`src/hdl/dds_mod_params.svh`:
```
`ifndef DDS_MOD_PARAMS_SVH
`define DDS_MOD_PARAMS_SVH

////////////////////
// widths

// phase accumulator whose top bits address the tables
`define DDS_PHASE_W 32

`define DDS_SAMPLE_W 12 // signed samples
`define DDS_SYMBOL_W 5  // lfsr state

////////////////////
// defaults

// one symbol per second on the 25 MHz clock
`define DDS_SYMBOL_PERIOD 25000000

`define DDS_FULL_SCALE 2047 // largest magnitude so +/- stay symmetric

// lfsr must never sit at all zeros
`define DDS_LFSR_SEED 1

`endif

```
`src/hdl/dds_mod_pkg.sv`:
```
`include "dds_mod_params.svh"

package dds_mod_pkg;

   typedef logic [`DDS_PHASE_W-1:0] phase_t;
   typedef logic signed [`DDS_SAMPLE_W-1:0] sample_t;
   typedef logic [`DDS_SYMBOL_W-1:0] symbol_t;

   // carrier choice
   typedef enum logic [1:0] {
      wave_sin,
      wave_cos,
      wave_saw,
      wave_square
   } wave_sel_e;

   typedef enum logic [1:0] {
      mod_ask,
      mod_fsk,
      mod_bpsk,
      mod_lfsr // baseband symbol level
   } mod_sel_e;

   typedef struct packed {
      wave_sel_e wave_sel;
      mod_sel_e  mod_sel;
      logic      qpsk; // overrides mod_sel when set
   } mod_cfg_t;

   // symbol rides with the phase it produced
   typedef struct packed {
      phase_t  phase;
      symbol_t symbol;
   } phase_stage_t;

   typedef struct packed {
      sample_t sine;
      sample_t cosine;
      sample_t saw;
      sample_t square;
      symbol_t symbol;
   } wave_stage_t;

endpackage

```
`src/hdl/symbol_source.sv`:
```
`timescale 1ns/1ps
`include "dds_mod_params.svh"

module symbol_source #(
   parameter int symbol_period = `DDS_SYMBOL_PERIOD
) (
   input  logic                 CLK_25MHZ,
   input  logic                 reset_from_key,
   output dds_mod_pkg::symbol_t symbol
);
   import dds_mod_pkg::*;

   localparam int CNT_W = (symbol_period > 1) ? $clog2(symbol_period) : 1;

   logic [CNT_W-1:0] tick_cnt;
   logic             tick_wrap;
   symbol_t          lfsr;

   assign tick_wrap = (tick_cnt == CNT_W'(symbol_period - 1));

   ////////////////////
   // symbol strobe

   always_ff @(posedge CLK_25MHZ)
   begin
      if (reset_from_key)
         tick_cnt <= '0;
      else if (tick_wrap)
         tick_cnt <= '0;
      else
         tick_cnt <= tick_cnt + 1'b1;
   end

   // fibonacci on taps 5 and 3 -> 31 states
   always_ff @(posedge CLK_25MHZ)
   begin
      if (reset_from_key)
         lfsr <= symbol_t'(`DDS_LFSR_SEED);
      else if (tick_wrap)
         lfsr <= {lfsr[3:0], lfsr[4] ^ lfsr[2]};
   end

   assign symbol = lfsr;

endmodule

```
`src/hdl/phase_accumulator.sv`:
```
`timescale 1ns/1ps

module phase_accumulator (
   input  logic                      CLK_25MHZ,
   input  logic                      reset_from_key,
   input  dds_mod_pkg::mod_cfg_t     cfg,
   input  dds_mod_pkg::phase_t       inc_low,
   input  dds_mod_pkg::phase_t       inc_high,
   input  dds_mod_pkg::symbol_t      symbol,
   output dds_mod_pkg::phase_stage_t phase_stage
);
   import dds_mod_pkg::*;

   phase_t inc;
   logic   use_high;

   // only plain fsk hops frequency while qpsk keeps the low carrier
   assign use_high = (cfg.mod_sel == mod_fsk) && !cfg.qpsk && symbol[0];
   assign inc      = use_high ? inc_high : inc_low;

   ////////////////////
   // phase register

   always_ff @(posedge CLK_25MHZ)
   begin
      if (reset_from_key)
      begin
         phase_stage <= '0;
      end
      else
      begin
         phase_stage.phase  <= phase_stage.phase + inc; // wraps mod 2^32
         phase_stage.symbol <= symbol;                  // symbol that picked inc
      end
   end

endmodule

```
`src/hdl/waveform_lookup.sv`:
```
`timescale 1ns/1ps
`include "dds_mod_params.svh"

module waveform_lookup (
   input  logic                      CLK_25MHZ,
   input  logic                      reset_from_key,
   input  dds_mod_pkg::phase_stage_t phase_stage,
   output dds_mod_pkg::wave_stage_t  wave_stage
);
   import dds_mod_pkg::*;

   localparam int  QTR_N = 64;
   localparam int  MAG_W = `DDS_SAMPLE_W - 1;
   localparam real PI    = 3.14159265358979323846;

   typedef logic [QTR_N-1:0][MAG_W-1:0] qtab_t;

   ////////////////////
   // quarter-wave table

   // sampled at bin centres so the four quarters mirror cleanly
   function automatic qtab_t build_qtab();
      qtab_t t;
      real   ang;
      for (int k = 0; k < QTR_N; k++)
      begin
         ang  = 2.0 * PI * (real'(k) + 0.5) / 256.0;
         t[k] = MAG_W'($rtoi(real'(`DDS_FULL_SCALE) * $sin(ang) + 0.5));
      end
      return t;
   endfunction

   localparam qtab_t QTAB = build_qtab();

   function automatic sample_t sin_lookup(input logic [7:0] p);
      logic [5:0] idx;
      sample_t    mag;
      idx = p[6] ? ~p[5:0] : p[5:0]; // 63-k on the falling quarters
      mag = sample_t'({1'b0, QTAB[idx]});
      return p[7] ? -mag : mag;       // second half is negative
   endfunction

   logic [7:0]  addr;
   wave_stage_t wave_next;

   assign addr = phase_stage.phase[`DDS_PHASE_W-1 -: 8];

   always_comb
   begin
      wave_next.sine   = sin_lookup(addr);
      wave_next.cosine = sin_lookup(addr + 8'd64); // quarter turn ahead
      wave_next.saw    = sample_t'(phase_stage.phase[`DDS_PHASE_W-1 -: `DDS_SAMPLE_W]);
      if (phase_stage.phase[`DDS_PHASE_W-1])
         wave_next.square = sample_t'(-`DDS_FULL_SCALE);
      else
         wave_next.square = sample_t'(`DDS_FULL_SCALE);
      wave_next.symbol = phase_stage.symbol;
   end

   always_ff @(posedge CLK_25MHZ)
   begin
      if (reset_from_key)
         wave_stage <= '0;
      else
         wave_stage <= wave_next;
   end

endmodule

```
`src/hdl/modulator.sv`:
```
`timescale 1ns/1ps
`include "dds_mod_params.svh"

module modulator (
   input  logic                     CLK_25MHZ,
   input  logic                     reset_from_key,
   input  dds_mod_pkg::mod_cfg_t    cfg,
   input  dds_mod_pkg::wave_stage_t wave_stage,
   output dds_mod_pkg::sample_t     signal_out,
   output dds_mod_pkg::sample_t     modulated_out,
   output dds_mod_pkg::symbol_t     symbol_out
);
   import dds_mod_pkg::*;

   localparam sample_t POS_FS = sample_t'(`DDS_FULL_SCALE);
   localparam sample_t NEG_FS = sample_t'(-`DDS_FULL_SCALE);

   // -2048 has no positive twin so it clamps
   function automatic sample_t neg_sat(input sample_t x);
      return (x == sample_t'(-`DDS_FULL_SCALE - 1)) ? POS_FS : -x;
   endfunction

   sample_t carrier;
   sample_t mod_next;
   logic    bit0;

   assign bit0 = wave_stage.symbol[0];

   ////////////////////
   // carrier select

   always_comb
   begin
      case (cfg.wave_sel)
         wave_sin: carrier = wave_stage.sine;
         wave_cos: carrier = wave_stage.cosine;
         wave_saw: carrier = wave_stage.saw;
         default:  carrier = wave_stage.square;
      endcase
   end

   always_comb
   begin
      if (cfg.qpsk)
      begin
         case (wave_stage.symbol[1:0]) // four phases from two bits
            2'b00:   mod_next = wave_stage.cosine;
            2'b01:   mod_next = wave_stage.sine;
            2'b10:   mod_next = neg_sat(wave_stage.cosine);
            default: mod_next = neg_sat(wave_stage.sine);
         endcase
      end
      else
      begin
         case (cfg.mod_sel)
            mod_ask:  mod_next = bit0 ? carrier : '0;
            mod_fsk:  mod_next = carrier; // hop already done in phase
            mod_bpsk: mod_next = bit0 ? carrier : neg_sat(carrier);
            default:  mod_next = bit0 ? POS_FS : NEG_FS;
         endcase
      end
   end

   always_ff @(posedge CLK_25MHZ)
   begin
      if (reset_from_key)
      begin
         signal_out    <= '0;
         modulated_out <= '0;
         symbol_out    <= '0;
      end
      else
      begin
         signal_out    <= carrier;
         modulated_out <= mod_next;
         symbol_out    <= wave_stage.symbol; // led view
      end
   end

endmodule

```
`src/hdl/dds_mod_top.sv`:
```
`timescale 1ns/1ps
`include "dds_mod_params.svh"

module dds_mod_top #(
   parameter int symbol_period = `DDS_SYMBOL_PERIOD
) (
   input  logic                  CLK_25MHZ,
   input  logic                  reset_from_key,
   input  dds_mod_pkg::mod_cfg_t cfg,
   input  dds_mod_pkg::phase_t   inc_low,
   input  dds_mod_pkg::phase_t   inc_high,
   output dds_mod_pkg::sample_t  signal_out,
   output dds_mod_pkg::sample_t  modulated_out,
   output dds_mod_pkg::symbol_t  symbol_out
);
   import dds_mod_pkg::*;

   symbol_t      symbol;
   phase_stage_t phase_stage;
   wave_stage_t  wave_stage;

   ////////////////////
   // pipeline stages

   symbol_source #(
      .symbol_period (symbol_period)
   ) u_symbol_source (
      .CLK_25MHZ      (CLK_25MHZ),
      .reset_from_key (reset_from_key),
      .symbol         (symbol)
   );

   // fsk hop happens here
   phase_accumulator u_phase_accumulator (
      .CLK_25MHZ      (CLK_25MHZ),
      .reset_from_key (reset_from_key),
      .cfg            (cfg),
      .inc_low        (inc_low),
      .inc_high       (inc_high),
      .symbol         (symbol),
      .phase_stage    (phase_stage)
   );

   waveform_lookup u_waveform_lookup (
      .CLK_25MHZ      (CLK_25MHZ),
      .reset_from_key (reset_from_key),
      .phase_stage    (phase_stage),
      .wave_stage     (wave_stage)
   );

   modulator u_modulator (
      .CLK_25MHZ      (CLK_25MHZ),
      .reset_from_key (reset_from_key),
      .cfg            (cfg),
      .wave_stage     (wave_stage),
      .signal_out     (signal_out),
      .modulated_out  (modulated_out),
      .symbol_out     (symbol_out)
   );

endmodule

```
`config.mk`:
```
export PLATFORM = sky130hd
export DESIGN_NAME = dds_mod_top
export DESIGN_NICKNAME = d
export VERILOG_FILES = /design/src/hdl/dds_mod_pkg.sv /design/src/hdl/symbol_source.sv /design/src/hdl/phase_accumulator.sv /design/src/hdl/waveform_lookup.sv /design/src/hdl/modulator.sv /design/src/hdl/dds_mod_top.sv
export VERILOG_INCLUDE_DIRS = /design/src /design/src/hdl
export SDC_FILE = /design/constraint.sdc
export NUM_CORES = 1
export LEC_CHECK = 0
export BUFFER_PORTS_ARGS = -buffer_cell sky130_fd_sc_hd__buf_4
export CAP_MARGIN = 20
export CORE_ASPECT_RATIO = 0.75
export CORE_MARGIN = 2
export CORE_UTILIZATION = 30
export CTS_BUF_LIST = sky130_fd_sc_hd__clkbuf_8
export CTS_CLUSTER_SIZE = 25
export DETAILED_ROUTE_END_ITERATION = 8
export GPL_TIMING_DRIVEN = 0
export HOLD_SLACK_MARGIN = 0.06
export PLACE_DENSITY = 0.45
export SYNTH_ARGS = -nofsm -noshare
export SYNTH_HDL_FRONTEND = slang
export SYNTH_HIERARCHICAL = 1
export SYNTH_SLANG_ARGS = --single-unit
```
`constraint.sdc`:
```
create_clock -name CLK_25MHZ -period 8.6 [get_ports CLK_25MHZ]
set_clock_uncertainty 0.1 [all_clocks]
set_input_delay 0.86 -clock CLK_25MHZ [delete_from_list [all_inputs] [get_ports CLK_25MHZ]]
set_output_delay 0.86 -clock CLK_25MHZ [all_outputs]
set_load 0.01 [all_outputs]
```
==> qor.yml, run 1 <==
die:
  die_y_um: 180
  io_pins: 100
  dieArea_mm2: 0.0429
  core-area_mm2: 0.0407
  rows: 64
  die_w_um: 238
  start_util_pct: 30.4
clock_tree:
  clockBufferDepth: 2
  cts_resized: 0
  holdBufCountCts: 0
  cts_setup_buffers: 0
  cts.sinks: 139
  clk_latency_ns: 0.48
  cts-root-buf: "clkbuf_8"
  cts_tree: "built"
  clk_transition_reported_paths_ns: 0.09
  cts_buffers: 17
  cts.htree.levels: 4
drt:
  drt-vias-per-instance: 5.99
  drt_iter0_drc: 1604
  vias: 13400
  ant_nets: 0
  first_pass_iters: 8
  drc: 0
  wl_per_cell_um: 24.4
  routed_wl_mm: 54.5
synth:
  synth_nets: 1713
  synth_ff_type: "dfxtp_1"
  synth_top_area_share_pct: 22.5
  synth_common_cells: "nor2_1, dfxtp_1, a21oi_1, nand2_1, o21ai_0"
  synth_most_common_cell: "nor2_1"
  yosys.cell_types.count: 105
  synth.area.top_cells: "dfxtp_1, ha_1, a21oi_1"
  synth-seq-area-share_pct: 22.5
  yosys_warnings: 6
  syn_avg_cell_area_um2: 7.84
  synth_edf_count: 0
  syn-cell-area_mm2: 0.0124
  synth_seq_cells: 139
  synth_area_leader_cell: "dfxtp_1"
  syn_inst: 1577
  synthArstFlopShare_pct: 0
hold_path:
  hold_path.class: "register to register"
critical_path:
  critPathKind: "register to register"
  cp_slowest_stage_delay_ns: 0.78
  path_cells: "buf_6 > buf_6 > buf_2 > buf_2 > buf_1 > xnor2_1 > ha_1 > clkbuf_1 > inv_1 > mux2i_1 > a221oi_1 > a221o_1 > a211oi_1 > ha_1 > and3_1 > a31oi_1 > mux2_1"
  cp_data_required_time_ns: 8.86
  critPathArrivalTime_ns: 6.94
  crit_family: "buffers and inverters"
  end_kind: "register"
  slowest_stage: "a211oi_1"
  path_buf_inv: 7
  cp_max_fo: 10
  start_kind: "register"
power_and_ir_drop:
  p_per_area_mw_per_mm2: 428
  power.leakage_uw: 0.00534
  vdd_ir_drop_max_uv: 176
sta:
  hold_violations: 0
  worst_slew_pin_slew_ns: 1.19
  fin_crit_sh_pct: 77.6
  clock.fmax_ghz: 0.150
  setup-tns-final_ns: 0
  holdWs_ns: 0.346
  post-route-min-period_ns: 6.68
  relSlewSlack_pct: 18.6
  rsz0062_at_grt: "false"
  setup_violations: 0
  slew_viol_final: 0
placement:
  hpwl_mm: 41.7
  gp_congestion: 1.02
  io_buffer_count: 98
global_routing:
  antenna_found_initial: 1
  grt.overflow.total: 0
  grt_max_degree: 17
  grt_use_total_pct: 24.9
  grt_pass1_vias: 12500
  grt_first_pass_wirelength_mm: 80.9
finish:
  antennaDiodeCount: 0
  num-nets-final: 1833
  drive_gt1_share_pct: 16.5
  areaGrowthSynthToFinish_pct: 14.8
run:
  maxCapViolCount: 0
outcome:
  status: "complete, no violations"
==> layout by cell type (no fill, tap or decap), drive strengths merged, types with 19 or more instances in the layout <==
cell type | Yosys | layout
buf | 55 | 155
nor2 | 147 | 147
dfxtp | 139 | 139
a21oi | 123 | 123
nand2 | 102 | 102
o21ai | 96 | 96
clkbuf | 69 | 89
ha | 64 | 64
nor2b | 52 | 52
inv | 41 | 46
nor3 | 41 | 41
mux2 | 39 | 39
nand2b | 36 | 36
xnor2 | 32 | 32
nand3 | 31 | 31
xor2 | 31 | 31
a211oi | 27 | 27
a31oi | 27 | 27
nand4 | 21 | 21
o211ai | 21 | 21
or2 | 21 | 21
mux2i | 20 | 20
or3 | 19 | 19
o31ai | 19 | 19
o22ai | 19 | 19
==> flip-flops by register name, indices dropped and copies added (netlist names) <==
| register | count |
|---|---|
| u_modulator/symbol_out | 5 |
| u_modulator/signal_out | 12 |
| u_modulator/modulated_out | 12 |
| u_symbol_source/tick_cnt | 25 |
| u_waveform_lookup/wave_stage | 43 |
| u_phase_accumulator/phase_stage | 37 |
| u_symbol_source/symbol | 5 |
==> area by class of cell <==
class,instances,area (um2)
clock inverters,13,140
inverters,41,154
repair buffers,101,762
multi-input cells,1273,8840
plain buffers,124,578
clock buffers,19,262
fillers,4384,26500
flip-flops and latches,139,2780
well taps,528,661
==> worst paths after layout <==
path | start | end | slack [ns] | cells past startpoint
setup / recovery | u_phase_accumulator/phase_stage[35]$_SDFF_PP0_ | u_waveform_lookup/wave_stage[39]$_SDFF_PP0_ | 1.92 | 17
hold / removal | u_phase_accumulator/phase_stage[1]$_SDFF_PP0_ | u_waveform_lookup/wave_stage[1]$_SDFF_PP0_ | 0.35 | 1
setup reg to reg | u_phase_accumulator/phase_stage[35]$_SDFF_PP0_ | u_waveform_lookup/wave_stage[39]$_SDFF_PP0_ | 1.92 | 17
hold reg to reg | u_phase_accumulator/phase_stage[1]$_SDFF_PP0_ | u_waveform_lookup/wave_stage[1]$_SDFF_PP0_ | 0.35 | 1
==> power by group <==
part	internal [uW]	total, uW	switching (uW)
clock network	275	563	288
logic	1490	4550	3060
registers	798	953	155
total	2560	6060	3500
==> metrics by stage <==
stage	area (um2)	instances	utilization [%]	worst slack, ns	power (uW)
after floorplan	12400	1577	-	4.24	3770
after global placement	13800	2203	33.8	2.05	5360
after detailed placement	13800	2205	33.9	2.24	5290
after CTS	14200	2237	34.8	2.19	5890
after global routing	14200	2238	34.9	1.82	6390
final	14200	2238	34.9	1.92	6060
==> routing by layer <==
layer	global-route usage, %	part of all wire, %
met4	8.20	2.8
met2	34.6	40
met3	5.42	8.7
met1	37.4	49
met5	0	0.024
==> cells by family after synthesis <==
logic type / share of synthesized area (%)
simple gates: 24.8
compound gates: 27.7
buf+inv: 5.92
flops: 22.5
mux: 7.57
fa+ha+maj: 6.72
xor+xnor: 4.71
No activity file was read; power rests on OpenSTA's default activity.
==> inputs of run 2 (changes only) <==
--- a/config.mk
+++ b/config.mk
@@ -6,6 +6,7 @@
 export SDC_FILE = /design/constraint.sdc
 export NUM_CORES = 1
 export LEC_CHECK = 0
+export ABC_AREA = 1
 export BUFFER_PORTS_ARGS = -buffer_cell sky130_fd_sc_hd__buf_4
 export CAP_MARGIN = 20
 export CORE_ASPECT_RATIO = 0.75
@@ -16,7 +17,7 @@
 export DETAILED_ROUTE_END_ITERATION = 8
 export GPL_TIMING_DRIVEN = 0
 export HOLD_SLACK_MARGIN = 0.06
-export PLACE_DENSITY = 0.45
+export PLACE_DENSITY = 0.46
 export SYNTH_ARGS = -nofsm -noshare
 export SYNTH_HDL_FRONTEND = slang
 export SYNTH_HIERARCHICAL = 1
==> constraint.sdc (replaced) <==
create_clock -name CLK_25MHZ -period 5.7 [get_ports CLK_25MHZ]
set_clock_uncertainty 0.1 [all_clocks]
set_input_delay 0.57 -clock CLK_25MHZ [delete_from_list [all_inputs] [get_ports CLK_25MHZ]]
set_output_delay 0.57 -clock CLK_25MHZ [all_outputs]
set_load 0.01 [all_outputs]
==> run 2 against run 1 <==
Synthesized area fell by 2.0%. Total power rose by 41%. Synthesized cell count rose by 28%. Largest power group unchanged.
==> qor.yml, run 2 <==
outcome:
  status: "complete, no violations"  # unchanged
critical_path:
  path_buf_inv: 5  # was 7
  critPathArrivalTime_ns: 3.78  # was 6.94 ns
  cp_max_fo: 13  # was 10
  path_cells: "inv_2 > buf_6 > nand2_1 > nand2_2 > ha_1 > inv_1 > nand2_1 > nand3_1 > nand3_1 > nand3_1 > nand2_1 > inv_1 > ha_1 > nand3_1 > inv_1 > nand2_1 > nand2_1 > a21oi_1 > nor2_1"  # was buf_6 > buf_6 > buf_2 > buf_2 > buf_1 > xnor2_1 > ha_1 > clkbuf_1 > inv_1 > mux2i_1 > a221oi_1 > a221o_1 > a211oi_1 > ha_1 > and3_1 > a31oi_1 > mux2_1
  slowest_stage: "ha_1"  # was a211oi_1
  reg2reg_depth: 19  # was 17
  cp_data_required_time_ns: 5.96  # was 8.86 ns
  r2r_slack_ns: 2.18  # was 1.92 ns
  end_kind: "register"  # unchanged
  critPathKind: "register to register"  # unchanged
  crit_family: "simple AND/OR/NAND/NOR gates"  # was buffers and inverters
  cp_common_cell: "nand2_1"
  start_kind: "register"  # unchanged
  reg2reg_to: "u_waveform_lookup/wave_stage[51]$_SDFF_PP0_"  # was u_waveform_lookup/wave_stage[39]$_SDFF_PP0_
  cp_slowest_stage_delay_ns: 0.54  # was 0.78 ns
  reg2reg_from: "u_phase_accumulator/phase_stage[35]$_SDFF_PP0_"  # unchanged
clock_tree:
  cts-root-buf: "clkbuf_8"  # unchanged
  clk_transition_reported_paths_ns: 0.09  # about the same
  clk_latency_ns: 0.49  # was 0.48 ns
  cts_buffers: 17  # unchanged
  cts_tree: "built"  # unchanged
  cts.htree.levels: 4  # unchanged
  holdBufCountCts: 0  # unchanged
  cts.sinks: 139  # unchanged
  clockBufferDepth: 2  # unchanged
  cts_setup_buffers: 0  # unchanged
  cts_resized: 0  # unchanged
synth:
  syn-cell-area_mm2: 0.0121  # was 0.0124 mm2
  synth_top_area_share_pct: 23.0  # was 22.5%
  synth_edf_count: 0  # unchanged
  synth_common_cells: "nand2_1, nor2_1, inv_1, nand3_1, dfxtp_1"  # was nor2_1, dfxtp_1, a21oi_1, nand2_1, o21ai_0
  synth_most_common_cell: "nand2_1"  # was nor2_1
  synth_area_leader_cell: "dfxtp_1"  # unchanged
  syn_avg_cell_area_um2: 6.02  # was 7.84 um2
  synth_ff_type: "dfxtp_1"  # unchanged
  yosys.cell_types.count: 48  # was 105
  synth-seq-area-share_pct: 23.0  # was 22.5%
  yosys_warnings: 6  # unchanged
  synth_nets: 2148  # was 1713
  syn_inst: 2012  # was 1577
  synthArstFlopShare_pct: 0  # unchanged
  synth_seq_cells: 139  # unchanged
  synth.area.top_cells: "dfxtp_1, nand2_1, nor2_1"  # was dfxtp_1, ha_1, a21oi_1
die:
  dieArea_mm2: 0.0420  # was 0.0429 mm2
  start_util_pct: 30.5  # was 30.4%
  die_y_um: 178  # was 180 um
  io_pins: 100  # unchanged
  rows: 63  # was 64
  die_w_um: 236  # was 238 um
  core-area_mm2: 0.0396  # was 0.0407 mm2
sta:
  rsz0062_at_grt: "false"  # unchanged
  relSlewSlack_pct: 50.9  # was 18.6%
  post-route-min-period_ns: 3.52  # was 6.68 ns
  slew_viol_final: 0  # unchanged
  fin_crit_sh_pct: 61.8  # was 77.6%
  hold_violations: 0  # unchanged
  fin_ws_ns: 2.18  # was 1.92 ns
  worst_slew_pin_slew_ns: 0.736  # was 1.19 ns
  clock.fmax_ghz: 0.284  # was 0.150 GHz
  setup_violations: 0  # unchanged
  setup-tns-final_ns: 0  # unchanged
power_and_ir_drop:
  p_per_area_mw_per_mm2: 616  # was 428 mW/mm2
  power.leakage_uw: 0.00690  # was 0.00534 uW
  vdd_ir_drop_max_uv: 250  # was 176 uV
  power_uw: 8560  # was 6060 uW
drt:
  wl_per_cell_um: 16.5  # was 24.4 um
  vias: 13000  # was 13400
  routed_wl_mm: 43.8  # was 54.5 mm
  drc: 0  # unchanged
  drt_iter0_drc: 1237  # was 1604
  first_pass_iters: 5  # was 8
  drt-vias-per-instance: 4.90  # was 5.99
  ant_nets: 0  # unchanged
placement:
  place_ws_ns: 1.86  # was 2.24 ns
  hpwl_mm: 35.0  # was 41.7 mm
  io_buffer_count: 98  # unchanged
  gp_congestion: 0.954  # was 1.02
hold_path:
  hold_path.class: "register to register"  # unchanged
  holdPathEnd: "u_waveform_lookup/wave_stage[1]$_SDFF_PP0_"  # unchanged
  min_from: "u_phase_accumulator/phase_stage[1]$_SDFF_PP0_"  # unchanged
  hold_depth: 2  # was 1
finish:
  num-nets-final: 2265  # was 1833
  drive_gt1_share_pct: 14.9  # was 16.5%
  largest_reg_flops: 43  # unchanged
  top_register: "u_waveform_lookup/wave_stage"  # unchanged
  antennaDiodeCount: 0  # unchanged
  mostFrequentLayoutCell: "nand2_1"  # was nor2_1
  largestRegisters: "u_waveform_lookup/wave_stage: 43 flops, u_phase_accumulator/phase_stage: 37 flops, u_symbol_source/tick_cnt: 25 flops"  # unchanged
  areaGrowthSynthToFinish_pct: 14.7  # was 14.8%
  mostFrequentLayoutCells: "nand2_1, nor2_1, inv_1, nand3_1, dfxtp_1"  # was nor2_1, dfxtp_1, a21oi_1, buf_4, nand2_1
global_routing:
  grt_max_degree: 17  # unchanged
  grt_pass1_vias: 12000  # was 12500
  grt.overflow.total: 0  # unchanged
  grt_first_pass_wirelength_mm: 68.2  # was 80.9 mm
  grt_use_total_pct: 21.0  # was 24.9%
  antenna_found_initial: 0  # was 1
run:
  maxCapViolCount: 0  # unchanged
-- run 2: power breakdown --
group / switching (uW) / leakage, uW / total (uW) / internal [uW]
sequential: 216 / 0.00114 / 1430 / 1210
clock: 446 / 0.000197 / 826 / 380
combinational: 4390 / 0.00556 / 6300 / 1910
total: 5050 / 0.00690 / 8560 / 3500
-- run 2: cell type report --
| cell class | count | area [um2] |
|---|---|---|
| Buffer | 58 | 392 |
| Clock buffer | 19 | 262 |
| Clock inverter | 12 | 128 |
| Fill cell | 4421 | 25800 |
| Inverter | 257 | 966 |
| Multi-Input combinational cell | 1558 | 7970 |
| Sequential cell | 139 | 2780 |
| Tap cell | 520 | 651 |
| Timing Repair Buffer | 98 | 736 |
-- run 2: worst max-delay path by stage --
stage / start / endpoint / slack (ns) / depth (start not counted)
after floorplan: cfg[2] / u_phase_accumulator/phase_stage[33]$_SDFF_PP0_ / 2.98 / 15
after detailed placement: cfg[0] / u_phase_accumulator/phase_stage[21]$_SDFF_PP0_ / 1.86 / 16
after global routing: u_phase_accumulator/phase_stage[35]$_SDFF_PP0_ / u_waveform_lookup/wave_stage[51]$_SDFF_PP0_ / 1.86 / 19
final: u_phase_accumulator/phase_stage[35]$_SDFF_PP0_ / u_waveform_lookup/wave_stage[51]$_SDFF_PP0_ / 2.18 / 19
after global placement: cfg[0] / u_phase_accumulator/phase_stage[21]$_SDFF_PP0_ / 1.84 / 16
after CTS: u_phase_accumulator/phase_stage[35]$_SDFF_PP0_ / u_waveform_lookup/wave_stage[51]$_SDFF_PP0_ / 2.24 / 19
-- run 2: stage by stage --
stage / cell area [um2] / hold slack, ns / utilization (%) / std cells
2_1_floorplan: 12100 / 0.288 / - / 2012
3_3_place_gp: 13500 / 0.290 / 34.0 / 2630
3_5_place_dp: 13500 / 0.294 / 34.0 / 2630
4_1_cts: 13900 / 0.307 / 35.0 / 2661
5_1_grt: 13900 / 0.311 / 35.0 / 2661
6_report: 13900 / 0.304 / 35.0 / 2661
-- run 2: cells by family (layout without fill, tap and decap cells) --
group                    after synthesis  in the layout  share of synthesized area [%]
multiplexers                          30             30                           2.79
XOR/XNOR                              32             32                           2.31
AND/OR/NAND/NOR                     1213           1213                           43.9
buffers and inverters                315            444                           11.2
adder cells (fa/ha/maj)               65             65                           6.78
flip-flops                           139            139                           23.0
AO/OA/AOI/OAI                        218            218                           10.0
-- run 2: worst reg2reg max path, stage by stage (launching register included) --
cell and delay [ns]:
dfxtp_1 0.45, inv_2 0.10, buf_6 0.15, nand2_1 0.10, nand2_2 0.26, ha_1 0.54, inv_1 0.14, nand2_1 0.21
nand3_1 0.10, nand3_1 0.11, nand3_1 0.08, nand2_1 0.14, inv_1 0.09, ha_1 0.22, nand3_1 0.16, inv_1 0.08
nand2_1 0.11, nand2_1 0.08, a21oi_1 0.14, nor2_1 0.06
-- run 2: metal layers --
metal  vias to the layer above  GRT usage [%]  routed length (um)
met1                      5956           31.1               22400
met2                       432           31.9               18100
li1                       6609              -                   -
met3                        43           3.27                2840
met4                         0           4.19                 445
met5                         -              0                   0
